--- src/verilog/front_pkg.sv ---
package front_pkg;

	//////////////////////////////////////////////////
	// shared widths
	//////////////////////////////////////////////////

	// byte address width
	localparam int xlen = 32;
	// one memory word, also one cache line
	localparam int line_bits = 64;
	// response and return tags, zero means none
	localparam int tag_bits = 4;

	//////////////////////////////////////////////////
	// encodings
	//////////////////////////////////////////////////

	// command on the tagged memory bus
	typedef enum logic [1:0] {
		bus_none  = 2'h0,
		bus_load  = 2'h1,
		bus_store = 2'h2
	} bus_command_e;

	// icache miss handling
	typedef enum logic [1:0] {
		fill_idle,
		fill_request,
		fill_wait
	} fill_state_e;

	// data port transaction
	typedef enum logic [1:0] {
		port_idle,
		port_request,
		port_wait
	} port_state_e;

endpackage

--- src/verilog/icache.sv ---
`timescale 1ns/1ps

module icache #(
	parameter int num_lines = 16
) (
	input  logic                              clock,
	input  logic                              reset,
	// fetch side
	input  logic [front_pkg::xlen-1:0]        fetch_addr,
	output logic [front_pkg::line_bits-1:0]   fetch_data,
	output logic                              fetch_valid,
	// request toward the arbiter
	output front_pkg::bus_command_e           imem_command,
	output logic [front_pkg::xlen-1:0]        imem_addr,
	input  logic [front_pkg::tag_bits-1:0]    icache_response,
	// return path, shared with the data side
	input  logic [front_pkg::tag_bits-1:0]    mem2proc_tag,
	input  logic [front_pkg::line_bits-1:0]   mem2proc_data
);

	// 8-byte offset, then index, then address tag
	localparam int offset_bits = 3;
	localparam int index_bits = $clog2(num_lines);
	localparam int addr_tag_bits = front_pkg::xlen - offset_bits - index_bits;

	//////////////////////////////////////////////////
	// line storage
	//////////////////////////////////////////////////

	logic [front_pkg::line_bits-1:0] line_data [num_lines];
	logic [addr_tag_bits-1:0]        line_tag [num_lines];
	logic [num_lines-1:0]            line_valid;

	// lookup fields of the current fetch
	logic [index_bits-1:0]    fetch_index;
	logic [addr_tag_bits-1:0] fetch_tag;
	logic                     hit;

	// one miss outstanding
	front_pkg::fill_state_e          state;
	logic [front_pkg::xlen-1:0]      miss_addr;
	logic [front_pkg::tag_bits-1:0]  miss_bus_tag;
	logic [index_bits-1:0]           miss_index;
	logic [addr_tag_bits-1:0]        miss_addr_tag;

	assign fetch_index = fetch_addr[offset_bits +: index_bits];
	assign fetch_tag = fetch_addr[front_pkg::xlen-1 -: addr_tag_bits];

	// combinational hit, same cycle as fetch_addr
	assign hit = line_valid[fetch_index] && (line_tag[fetch_index] == fetch_tag);
	assign fetch_valid = hit;
	assign fetch_data = line_data[fetch_index];

	// where the refill lands
	assign miss_index = miss_addr[offset_bits +: index_bits];
	assign miss_addr_tag = miss_addr[front_pkg::xlen-1 -: addr_tag_bits];

	// load request only while waiting for acceptance
	assign imem_command = (state == front_pkg::fill_request) ?
		front_pkg::bus_load : front_pkg::bus_none;
	assign imem_addr = miss_addr;

	//////////////////////////////////////////////////
	// miss FSM
	//////////////////////////////////////////////////

	always_ff @(posedge clock) begin
		if (reset) begin
			state <= front_pkg::fill_idle;
			line_valid <= '0;
		end else begin
			case (state)
				front_pkg::fill_idle: begin
					// capture aligned address of the missing word
					if (!hit) begin
						state <= front_pkg::fill_request;
						miss_addr <= {fetch_addr[front_pkg::xlen-1:offset_bits],
							{offset_bits{1'b0}}};
					end
				end
				front_pkg::fill_request: begin
					// nonzero response is our tag
					if (icache_response != '0) begin
						miss_bus_tag <= icache_response;
						state <= front_pkg::fill_wait;
					end
				end
				front_pkg::fill_wait: begin
					// other tags belong to the data side
					if (mem2proc_tag == miss_bus_tag) begin
						line_data[miss_index] <= mem2proc_data;
						line_tag[miss_index] <= miss_addr_tag;
						line_valid[miss_index] <= 1'b1;
						state <= front_pkg::fill_idle;
					end
				end
				default: begin
					state <= front_pkg::fill_idle;
				end
			endcase
		end
	end

endmodule

--- src/verilog/data_port.sv ---
`timescale 1ns/1ps

module data_port (
	input  logic                              clock,
	input  logic                              reset,
	// client request
	input  logic                              req_valid,
	input  logic                              req_store,
	input  logic [front_pkg::xlen-1:0]        req_addr,
	input  logic [front_pkg::line_bits-1:0]   req_data,
	output logic                              req_ready,
	// load completion
	output logic                              resp_valid,
	output logic [front_pkg::line_bits-1:0]   resp_data,
	// request toward the arbiter
	output front_pkg::bus_command_e           dmem_command,
	output logic [front_pkg::xlen-1:0]        dmem_addr,
	output logic [front_pkg::line_bits-1:0]   dmem_data,
	input  logic [front_pkg::tag_bits-1:0]    dcache_response,
	// return path, shared with the icache
	input  logic [front_pkg::tag_bits-1:0]    mem2proc_tag,
	input  logic [front_pkg::line_bits-1:0]   mem2proc_data
);

	//////////////////////////////////////////////////
	// transaction state
	//////////////////////////////////////////////////

	front_pkg::port_state_e state;

	// latched request
	logic                            held_store;
	logic [front_pkg::xlen-1:0]      held_addr;
	logic [front_pkg::line_bits-1:0] held_data;

	// tag of the outstanding load
	logic [front_pkg::tag_bits-1:0]  load_tag;

	// one transaction at a time
	assign req_ready = (state == front_pkg::port_idle);

	// drive the bus request until accepted
	always_comb begin
		dmem_command = front_pkg::bus_none;
		if (state == front_pkg::port_request) begin
			dmem_command = held_store ? front_pkg::bus_store : front_pkg::bus_load;
		end
	end
	assign dmem_addr = held_addr;
	assign dmem_data = held_data;

	//////////////////////////////////////////////////
	// port FSM
	//////////////////////////////////////////////////

	always_ff @(posedge clock) begin
		if (reset) begin
			state <= front_pkg::port_idle;
			resp_valid <= 1'b0;
		end else begin
			// single-cycle pulse by default
			resp_valid <= 1'b0;
			case (state)
				front_pkg::port_idle: begin
					if (req_valid) begin
						held_store <= req_store;
						held_addr <= req_addr;
						held_data <= req_data;
						state <= front_pkg::port_request;
					end
				end
				front_pkg::port_request: begin
					if (dcache_response != '0) begin
						// store done at acceptance
						if (held_store) begin
							state <= front_pkg::port_idle;
						end else begin
							load_tag <= dcache_response;
							state <= front_pkg::port_wait;
						end
					end
				end
				front_pkg::port_wait: begin
					// returned word, one cycle later on resp
					if (mem2proc_tag == load_tag) begin
						resp_valid <= 1'b1;
						resp_data <= mem2proc_data;
						state <= front_pkg::port_idle;
					end
				end
				default: begin
					state <= front_pkg::port_idle;
				end
			endcase
		end
	end

endmodule

--- src/verilog/mem_arbiter.sv ---
`timescale 1ns/1ps

module mem_arbiter (
	input  logic                              clock,
	input  logic                              reset,
	// instruction side
	input  front_pkg::bus_command_e           imem_command,
	input  logic [front_pkg::xlen-1:0]        imem_addr,
	// data side
	input  front_pkg::bus_command_e           dmem_command,
	input  logic [front_pkg::xlen-1:0]        dmem_addr,
	input  logic [front_pkg::line_bits-1:0]   dmem_data,
	// accepted tag back to each side
	output logic [front_pkg::tag_bits-1:0]    icache_response,
	output logic [front_pkg::tag_bits-1:0]    dcache_response,
	// memory bus
	output front_pkg::bus_command_e           proc2mem_command,
	output logic [front_pkg::xlen-1:0]        proc2mem_addr,
	output logic [front_pkg::line_bits-1:0]   proc2mem_data,
	input  logic [front_pkg::tag_bits-1:0]    mem2proc_response
);

	// who loaded the bus register, 1 for data
	logic owner_data;

	logic accepted;
	logic reg_free;
	logic d_pending;
	logic i_pending;

	// nonzero response on a live command
	assign accepted = (proc2mem_command != front_pkg::bus_none) && (mem2proc_response != '0);
	assign reg_free = (proc2mem_command == front_pkg::bus_none) || accepted;

	// accepted side still shows its request this cycle
	assign d_pending = (dmem_command != front_pkg::bus_none) && !(accepted && owner_data);
	assign i_pending = (imem_command != front_pkg::bus_none) && !(accepted && !owner_data);

	// response only to the owner
	assign dcache_response = (accepted && owner_data) ? mem2proc_response : '0;
	assign icache_response = (accepted && !owner_data) ? mem2proc_response : '0;

	//////////////////////////////////////////////////
	// bus register
	//////////////////////////////////////////////////

	always_ff @(posedge clock) begin
		if (reset) begin
			proc2mem_command <= front_pkg::bus_none;
			owner_data <= 1'b0;
		end else if (reg_free) begin
			// data side first
			if (d_pending) begin
				proc2mem_command <= dmem_command;
				proc2mem_addr <= dmem_addr;
				proc2mem_data <= dmem_data;
				owner_data <= 1'b1;
			end else if (i_pending) begin
				proc2mem_command <= imem_command;
				proc2mem_addr <= imem_addr;
				// no write data on instruction loads
				proc2mem_data <= '0;
				owner_data <= 1'b0;
			end else begin
				proc2mem_command <= front_pkg::bus_none;
			end
		end
	end

endmodule

--- src/verilog/mem_front.sv ---
`timescale 1ns/1ps

module mem_front #(
	parameter int num_lines = 16
) (
	input  logic                              clock,
	input  logic                              reset,
	// fetch client
	input  logic [front_pkg::xlen-1:0]        fetch_addr,
	output logic [front_pkg::line_bits-1:0]   fetch_data,
	output logic                              fetch_valid,
	// data client
	input  logic                              req_valid,
	input  logic                              req_store,
	input  logic [front_pkg::xlen-1:0]        req_addr,
	input  logic [front_pkg::line_bits-1:0]   req_data,
	output logic                              req_ready,
	output logic                              resp_valid,
	output logic [front_pkg::line_bits-1:0]   resp_data,
	// memory bus
	output front_pkg::bus_command_e           proc2mem_command,
	output logic [front_pkg::xlen-1:0]        proc2mem_addr,
	output logic [front_pkg::line_bits-1:0]   proc2mem_data,
	input  logic [front_pkg::tag_bits-1:0]    mem2proc_response,
	input  logic [front_pkg::tag_bits-1:0]    mem2proc_tag,
	input  logic [front_pkg::line_bits-1:0]   mem2proc_data
);

	//////////////////////////////////////////////////
	// side requests into the arbiter
	//////////////////////////////////////////////////

	front_pkg::bus_command_e         imem_command;
	logic [front_pkg::xlen-1:0]      imem_addr;
	front_pkg::bus_command_e         dmem_command;
	logic [front_pkg::xlen-1:0]      dmem_addr;
	logic [front_pkg::line_bits-1:0] dmem_data;
	// accepted tags back out
	logic [front_pkg::tag_bits-1:0]  icache_response;
	logic [front_pkg::tag_bits-1:0]  dcache_response;

	// instruction side
	icache #(
		.num_lines(num_lines)
	) icache_0 (
		.clock(clock),
		.reset(reset),
		.fetch_addr(fetch_addr),
		.fetch_data(fetch_data),
		.fetch_valid(fetch_valid),
		.imem_command(imem_command),
		.imem_addr(imem_addr),
		.icache_response(icache_response),
		.mem2proc_tag(mem2proc_tag),
		.mem2proc_data(mem2proc_data)
	);

	// data side
	data_port data_port_0 (
		.clock(clock),
		.reset(reset),
		.req_valid(req_valid),
		.req_store(req_store),
		.req_addr(req_addr),
		.req_data(req_data),
		.req_ready(req_ready),
		.resp_valid(resp_valid),
		.resp_data(resp_data),
		.dmem_command(dmem_command),
		.dmem_addr(dmem_addr),
		.dmem_data(dmem_data),
		.dcache_response(dcache_response),
		.mem2proc_tag(mem2proc_tag),
		.mem2proc_data(mem2proc_data)
	);

	// merge onto the single bus
	mem_arbiter mem_arbiter_0 (
		.clock(clock),
		.reset(reset),
		.imem_command(imem_command),
		.imem_addr(imem_addr),
		.dmem_command(dmem_command),
		.dmem_addr(dmem_addr),
		.dmem_data(dmem_data),
		.icache_response(icache_response),
		.dcache_response(dcache_response),
		.proc2mem_command(proc2mem_command),
		.proc2mem_addr(proc2mem_addr),
		.proc2mem_data(proc2mem_data),
		.mem2proc_response(mem2proc_response)
	);

endmodule

--- config.mk ---
export PLATFORM = sky130hd
export DESIGN_NAME = mem_front
export DESIGN_NICKNAME = d
export VERILOG_FILES = /design/src/verilog/front_pkg.sv /design/src/verilog/icache.sv /design/src/verilog/data_port.sv /design/src/verilog/mem_arbiter.sv /design/src/verilog/mem_front.sv
export SDC_FILE = /design/constraint.sdc
export NUM_CORES = 1
export LEC_CHECK = 0
export BUFFER_PORTS_ARGS = -buffer_cell sky130_fd_sc_hd__buf_2
export CORE_MARGIN = 5
export CORE_UTILIZATION = 40
export CTS_CLUSTER_SIZE = 40
export DETAILED_ROUTE_END_ITERATION = 8
export PLACE_DENSITY_LB_ADDON = 0.3
export SLEW_MARGIN = 10
export SYNTH_ARGS = -nofsm -noshare
export SYNTH_HDL_FRONTEND = slang
export SYNTH_SLANG_ARGS = --single-unit
--- constraint.sdc ---
create_clock -name clock -period 14.35 [get_ports clock]
set_input_delay 0.7175 -clock clock [delete_from_list [all_inputs] [get_ports clock]]
set_output_delay 0.7175 -clock clock [all_outputs]
set_load 0.02 [all_outputs]
=== Yosys cells after proc, flatten, opt, wreduce, memory -nomap -nowiden ===
Memories as Yosys holds them, arrays and structs flattened.
Index checks and enable logic that the tools add are counted.

* Flip-flop bits (word level): 318
* RAM bits: 1,424
* Bits of input ports: 204
* Output and inout port bits: 229
* Memories: 2

* Magnitude comparators: 3
* Equal/unequal tests: 13
* Muxes and demuxes: 31
* Bitwise gates (word level): 5
* Reductions and logical operators: 32

{| class="wikitable"
|+ Memory list
! memory !! depth !! bits a word !! read ports !! clocked after memory_dff !! write ports !! RTL line !! source
|-
| icache_0.line_data || 16 || 64 || 1 || 0 || 1 || icache.sv:30 || <nowiki>logic [front_pkg::line_bits-1:0] line_data [num_lines];</nowiki>
|-
| icache_0.line_tag || 16 || 25 || 1 || 0 || 1 || icache.sv:31 || <nowiki>logic [addr_tag_bits-1:0] line_tag [num_lines];</nowiki>
|}

{| class="wikitable"
|+ Operators with widths
! operator !! count
|-
| 64-bit two-way mux || 2
|-
| 32-bit two-way mux || 2
|-
| 25-bit == test || 1
|-
| 3-bit AND reduction || 7
|-
| 2-bit two-way mux || 10
|-
| 16-bit OR || 1
|-
| 2-bit one-hot mux with 3 select lines || 2
|-
| 4-bit nonzero test || 3
|-
| 1-bit two-way mux || 11
|-
| 4-bit by 5-bit less-than comparator with 1-bit output, second input constant || 2
|-
| 4-bit == test || 2
|-
| 4-bit two-way mux || 2
|-
| 2-bit inequality test, second input constant || 4
|-
| 2-bit nonzero test || 4
|-
| 1-bit logical AND || 7
|-
| 2-bit zero test || 3
|-
| 1-bit binary-select mux with 4-bit select || 1
|-
| 1-bit demux with 4-bit select || 1
|-
| 2-bit by 1-bit == test with 1-bit output, second input constant || 2
|-
| 2-bit == test, second input constant || 2
|-
| 4-bit by 1-bit >= comparator with 1-bit output, second input constant || 1
|-
| 2-bit by 1-bit inequality test with 1-bit output, second input constant || 2
|-
| 1-bit NOT || 4
|-
| 2-bit AND reduction || 2
|-
| other kinds (4) || 6
|}

=== Logic depth before layout (Yosys ltp) ===
* Word-level depth: 7
* Depth in mapped cells: 13
* Gate-level depth less buffers: 8

=== Modules after synthesis ===
A second synthesis with hierarchy kept.

* Cells, all modules: 2,685
* Area total of the unflattened synthesis: 64,949.8 um^2

{| class="wikitable"
|+ Modules (own cells, without submodules)
! module !! instances !! cells an instance !! area an instance (um^2)
|-
| icache || 1 || 2,252 || 55,757.2
|-
| data_port || 1 || 190 || 5,181.2
|-
| mem_arbiter || 1 || 243 || 4,011.3
|}

=== Worst setup path before layout ===
OpenSTA, ideal clock, no wires.

* Path type: input-to-reg
* Start point: input reset
* End point: register data_port_0.state[0]
* Arrival: 11,629 ps
* Slack: 2,586 ps
* Stages on the path: 3
* Path buffers: 1
* Path through: buf_2 -> nor4b_1 -> o21bai_1

{| class="wikitable"
|+ RTL lines
! element !! RTL line !! source
|-
| start, declared || mem_front.sv:7 || <nowiki>input logic reset,</nowiki>
|-
| end signal, assigned || data_port.sv:58 || <nowiki>state <= front_pkg::port_idle;</nowiki>
|-
| end signal, assigned || data_port.sv:69 || <nowiki>state <= front_pkg::port_request;</nowiki>
|-
| end signal, assigned || data_port.sv:76 || <nowiki>state <= front_pkg::port_idle;</nowiki>
|-
| end, declared || data_port.sv:29 || <nowiki>front_pkg::port_state_e state;</nowiki>
|}

=== Final worst setup path ===
* Start point: input fetch_addr[3] in the netlist's numbering
* End point: output fetch_valid

* Longest elaborated chain between the ends: 3
* Elaborated cells on any way between the ends: 5

{| class="wikitable"
|+ Ends and longest elaborated chain
! element !! RTL line !! source
|-
| start, declared || mem_front.sv:9 || <nowiki>input logic [front_pkg::xlen-1:0] fetch_addr,</nowiki>
|-
| memory read 16 x 25 bit or 1-bit binary-select mux with 4-bit select (tied branches) || n/a ||
|-
| 25-bit == test or 1-bit two-way mux (tied branches) || icache.sv:50 || <nowiki>assign hit = line_valid[fetch_index] && (line_tag[fetch_index] == fetch_tag);</nowiki>
|-
| 1-bit logical AND (*) || icache.sv:50 ||
|-
| end, declared || mem_front.sv:11 || <nowiki>output logic fetch_valid,</nowiki>
|}

Mark *: on every way between the ends. The rest lies on a longest branch, timed or not. The select of a mux whose other input is x is not followed.

==> results.md <==
* Pint at 8.36 mW
* PnR worst setup slack at 8.36 ns
* Crit path from: fetch_addr[3]
* Ys Warns at 0
* Most frequent cells in the layout: edfxtp_1 (1718), buf_2 (426), mux4_2 (403)
* Slew Viols, Final at 0
* Vias in the first global route at 31215
* # nets final at 3544
* PortBufs at about 430
* Layout cell share with drive strength beyond 1 at 0.332
* Sw frac at 0.216
* Placed Cells at ~5300
* DR vias at 30280
* Boundary Pins at 433
* RSZ-0062 raised after global routing: false
* Post-Layout Cell Count at 5667
* CORE AREA at about 160000 um2
* Setup crit end kind: output pin
* Die span in y at 414 um
* Final setup viols at 0
* Syn Nets at 2977
* Mean post-synth cell area at 23.5 um2
* Hold Path Origin: req_data[17]
* Synth Flop Type: edfxtp_1
* Min-Delay Path Class: input pin to register
* Post-Syn Instances at about 2800
* Outcome: completed
* DIE WIDTH at 414 um
* Ys async rst share at 0
* DR pass1 iterations at 5
* Sequential-to-total area share from yosys stat at 0.799
* Skew-Pair Late Insertion Delay at 0.81 ns
* Number of synthesized flops with an enable pin at 1718
* HPWL after detailed placement at 75900 um
* Cell taking the most area after synthesis: edfxtp_1
* Critical path startpoint category: input pin
* Sum Neg Setup Slack at 0 ns
* Post-synth top area share at 0.792
* Final period util at 0.418
* Kind of critical path: input pin to output pin
* # clock sinks at ~1700
* Leakage at around 25 nW
* Sequential share of power at 0.532
* Endpoint arrival time on the critical path at 5.27 ns
* Fin. Hold Viols at 0
* GP Congestion at 0.751
* H-Tree Depth at 4
* Remaining DRCs at 0
* Fin crit period at 5.99 ns
* Clock network power share at 0.420
* Average wire per standard cell at 26.7 um
* FMAX at 167 MHz
* Gr ovfl total at 0
* Commonest non-fill, non-tap cell in the layout: edfxtp_1
* Root buffer cell: clkbuf_16
* Final wirelength at 152000 um
* MaxCap Viol Count at 0
* Synthesized area at 65100 um2
* GRT Overall Usage at 0.177
* Slew margin rel. at 0.220
* Syn-to-layout area delta at 16.7%
* CTS tree: yes
* Final Power at 10.7 mW
* Initial Utilization at 0.401
* Total CTS buffers at approximately 180
* Initial antenna violation count at 24
* Worst Path Required at around 14 ns
* Least-Margin Pin Slew at 1.17 ns
* First-pass GRT wire length at between 200000 and 250000 um
* Filler cells at 13370
* Part of the power in combinational logic at 0.048
* Setup Buffers After CTS at 0
* Max FO, Critical Path at 109
* Clock skew at 0.0525 ns
* Vias per inst at 5.34
* FP Rows at 148
* Psw at 2.30 mW
* Dpl ws at between 8 and 9 ns
* Initial DRC Count at 2933
* VDD IR max at 0.121 mV
* Count of state elements after synthesis at approximately 1700
* Yosys cell types at 65
* Pin count of the biggest net entering global routing at 141
* Die Area at 171000 um2
* Top cells by area, synth: edfxtp_1 (79%), mux4_2 (14%), mux2i_1 (0.98%)
* Reg clk slew, reported paths at ~0.06 ns
* Worst r2r src: icache_0.miss_bus_tag[3]$_DFFE_PP_
* Routed Antenna Nets at 0
* Max Buffers Root-to-Sink at 3
* P per Cell Area at 140 nW/um2
==> stage by stage <==
stage,hold WS [ns],utilization,area [um2]
after detailed placement,0.438,0.431,70000
after floorplan,0.421,-,65100
after global routing,0.0172,0.468,76000
after CTS,0.000125,0.468,76000
after global placement,0.428,0.431,70000
final,0.0801,0.468,76000
==> sequential cells by signal, summed over array words and instances, names as in the netlist, 2 cells and up <==
signal / flops
mem_arbiter_0.proc2mem_addr: 32
mem_arbiter_0.proc2mem_data: 64
data_port_0.load_tag: 4
icache_0.miss_bus_tag: 4
icache_0.line_tag: 400
data_port_0.resp_data: 64
icache_0.line_valid: 16
icache_0.line_data: 1024
icache_0.imem_addr: 29
data_port_0.dmem_addr: 32
data_port_0.state: 2
mem_arbiter_0.proc2mem_command: 2
data_port_0.dmem_data: 64
icache_0.state: 2
==> synthesized netlist by cell type (11+ instances only) <==
cell type	count
edfxtp_1	1718
mux4_2	403
nand2_1	119
and2_1	73
mux2i_1	64
clkbuf_1	59
buf_2	46
nor2_1	33
dfxtp_1	24
xnor2_1	22
a21o_1	16
a22oi_1	13
a21oi_1	11
xor2_1	11
==> kinds of logic (layout without fill, tap and decap cells) <==
family	Yosys count	count (layout)	share of synthesized area
mux	477	477	0.151
other cells	0	8	0
flops	1742	1742	0.799
xor+xnor	33	33	0.00444
buf+inv	138	849	0.0114
compound gates	90	90	0.0105
simple gates	293	293	0.0229
==> what timing repair did <==
action	CTS	global route
endpoints found under the hold margin	34	0
resized for setup	0	0
hold buffers	34	0
==> layer usage <==
metal	share of wire	vias to the layer above	track usage
met5	0.00045	-	0
met4	0.021	12	0.0449
met3	0.077	233	0.0470
met2	0.47	1086	0.272
met1	0.43	16140	0.254
li1	-	12809	-
==> area by class of cell <==
| cell class | instances | area [um2] | share of cell area |
|---|---|---|---|
| Sequential cell | 1742 | 52100 | 0.685 |
| Clock buffer | 240 | 4790 | 0.0630 |
| Timing Repair Buffer | 513 | 3000 | 0.0395 |
| Clock inverter | 88 | 935 | 0.0123 |
| Tap cell | 2175 | 2720 | 0.0358 |
| Multi-Input combinational cell | 893 | 12500 | 0.164 |
| Antenna cell | 8 | 20.0 | 0.000263 |
| Inverter | 8 | 35.0 | 0.000461 |
==> power by group through the flow <==
stage / logic, mW / clock network, mW / registers, mW
2_1_floorplan: 0.284 / 0 / 5.81
3_3_place_gp: 0.513 / 0 / 5.78
3_5_place_dp: 0.517 / 0 / 5.78
4_1_cts: 0.525 / 4.60 / 5.68
5_1_grt: 0.553 / 4.83 / 5.68
6_report: 0.511 / 4.48 / 5.68
==> path summary, 6_finish.rpt <==
check,end,slack (ns),cells past startpoint
hold / removal,data_port_0.dmem_data[17]$_DFFE_PP_,0.08,1
hold reg to reg,icache_0.line_valid[13]$_SDFFE_PP0P_,0.45,1
setup / recovery,fetch_valid,8.36,10
setup reg to reg,icache_0.line_data[10][49]$_DFFE_PP_,9.91,7
==> critical path, cell delays in order <==
cell,delay [ns]
buf_8,0.57
buf_4,0.71
buf_12,0.72
mux4_2,0.59
a22oi_1,0.19
nand2_1,0.14
xor2_1,0.23
or4_1,0.62
nor3_2,0.41
buf_2,0.27
(Power assumes the default switching activity.)
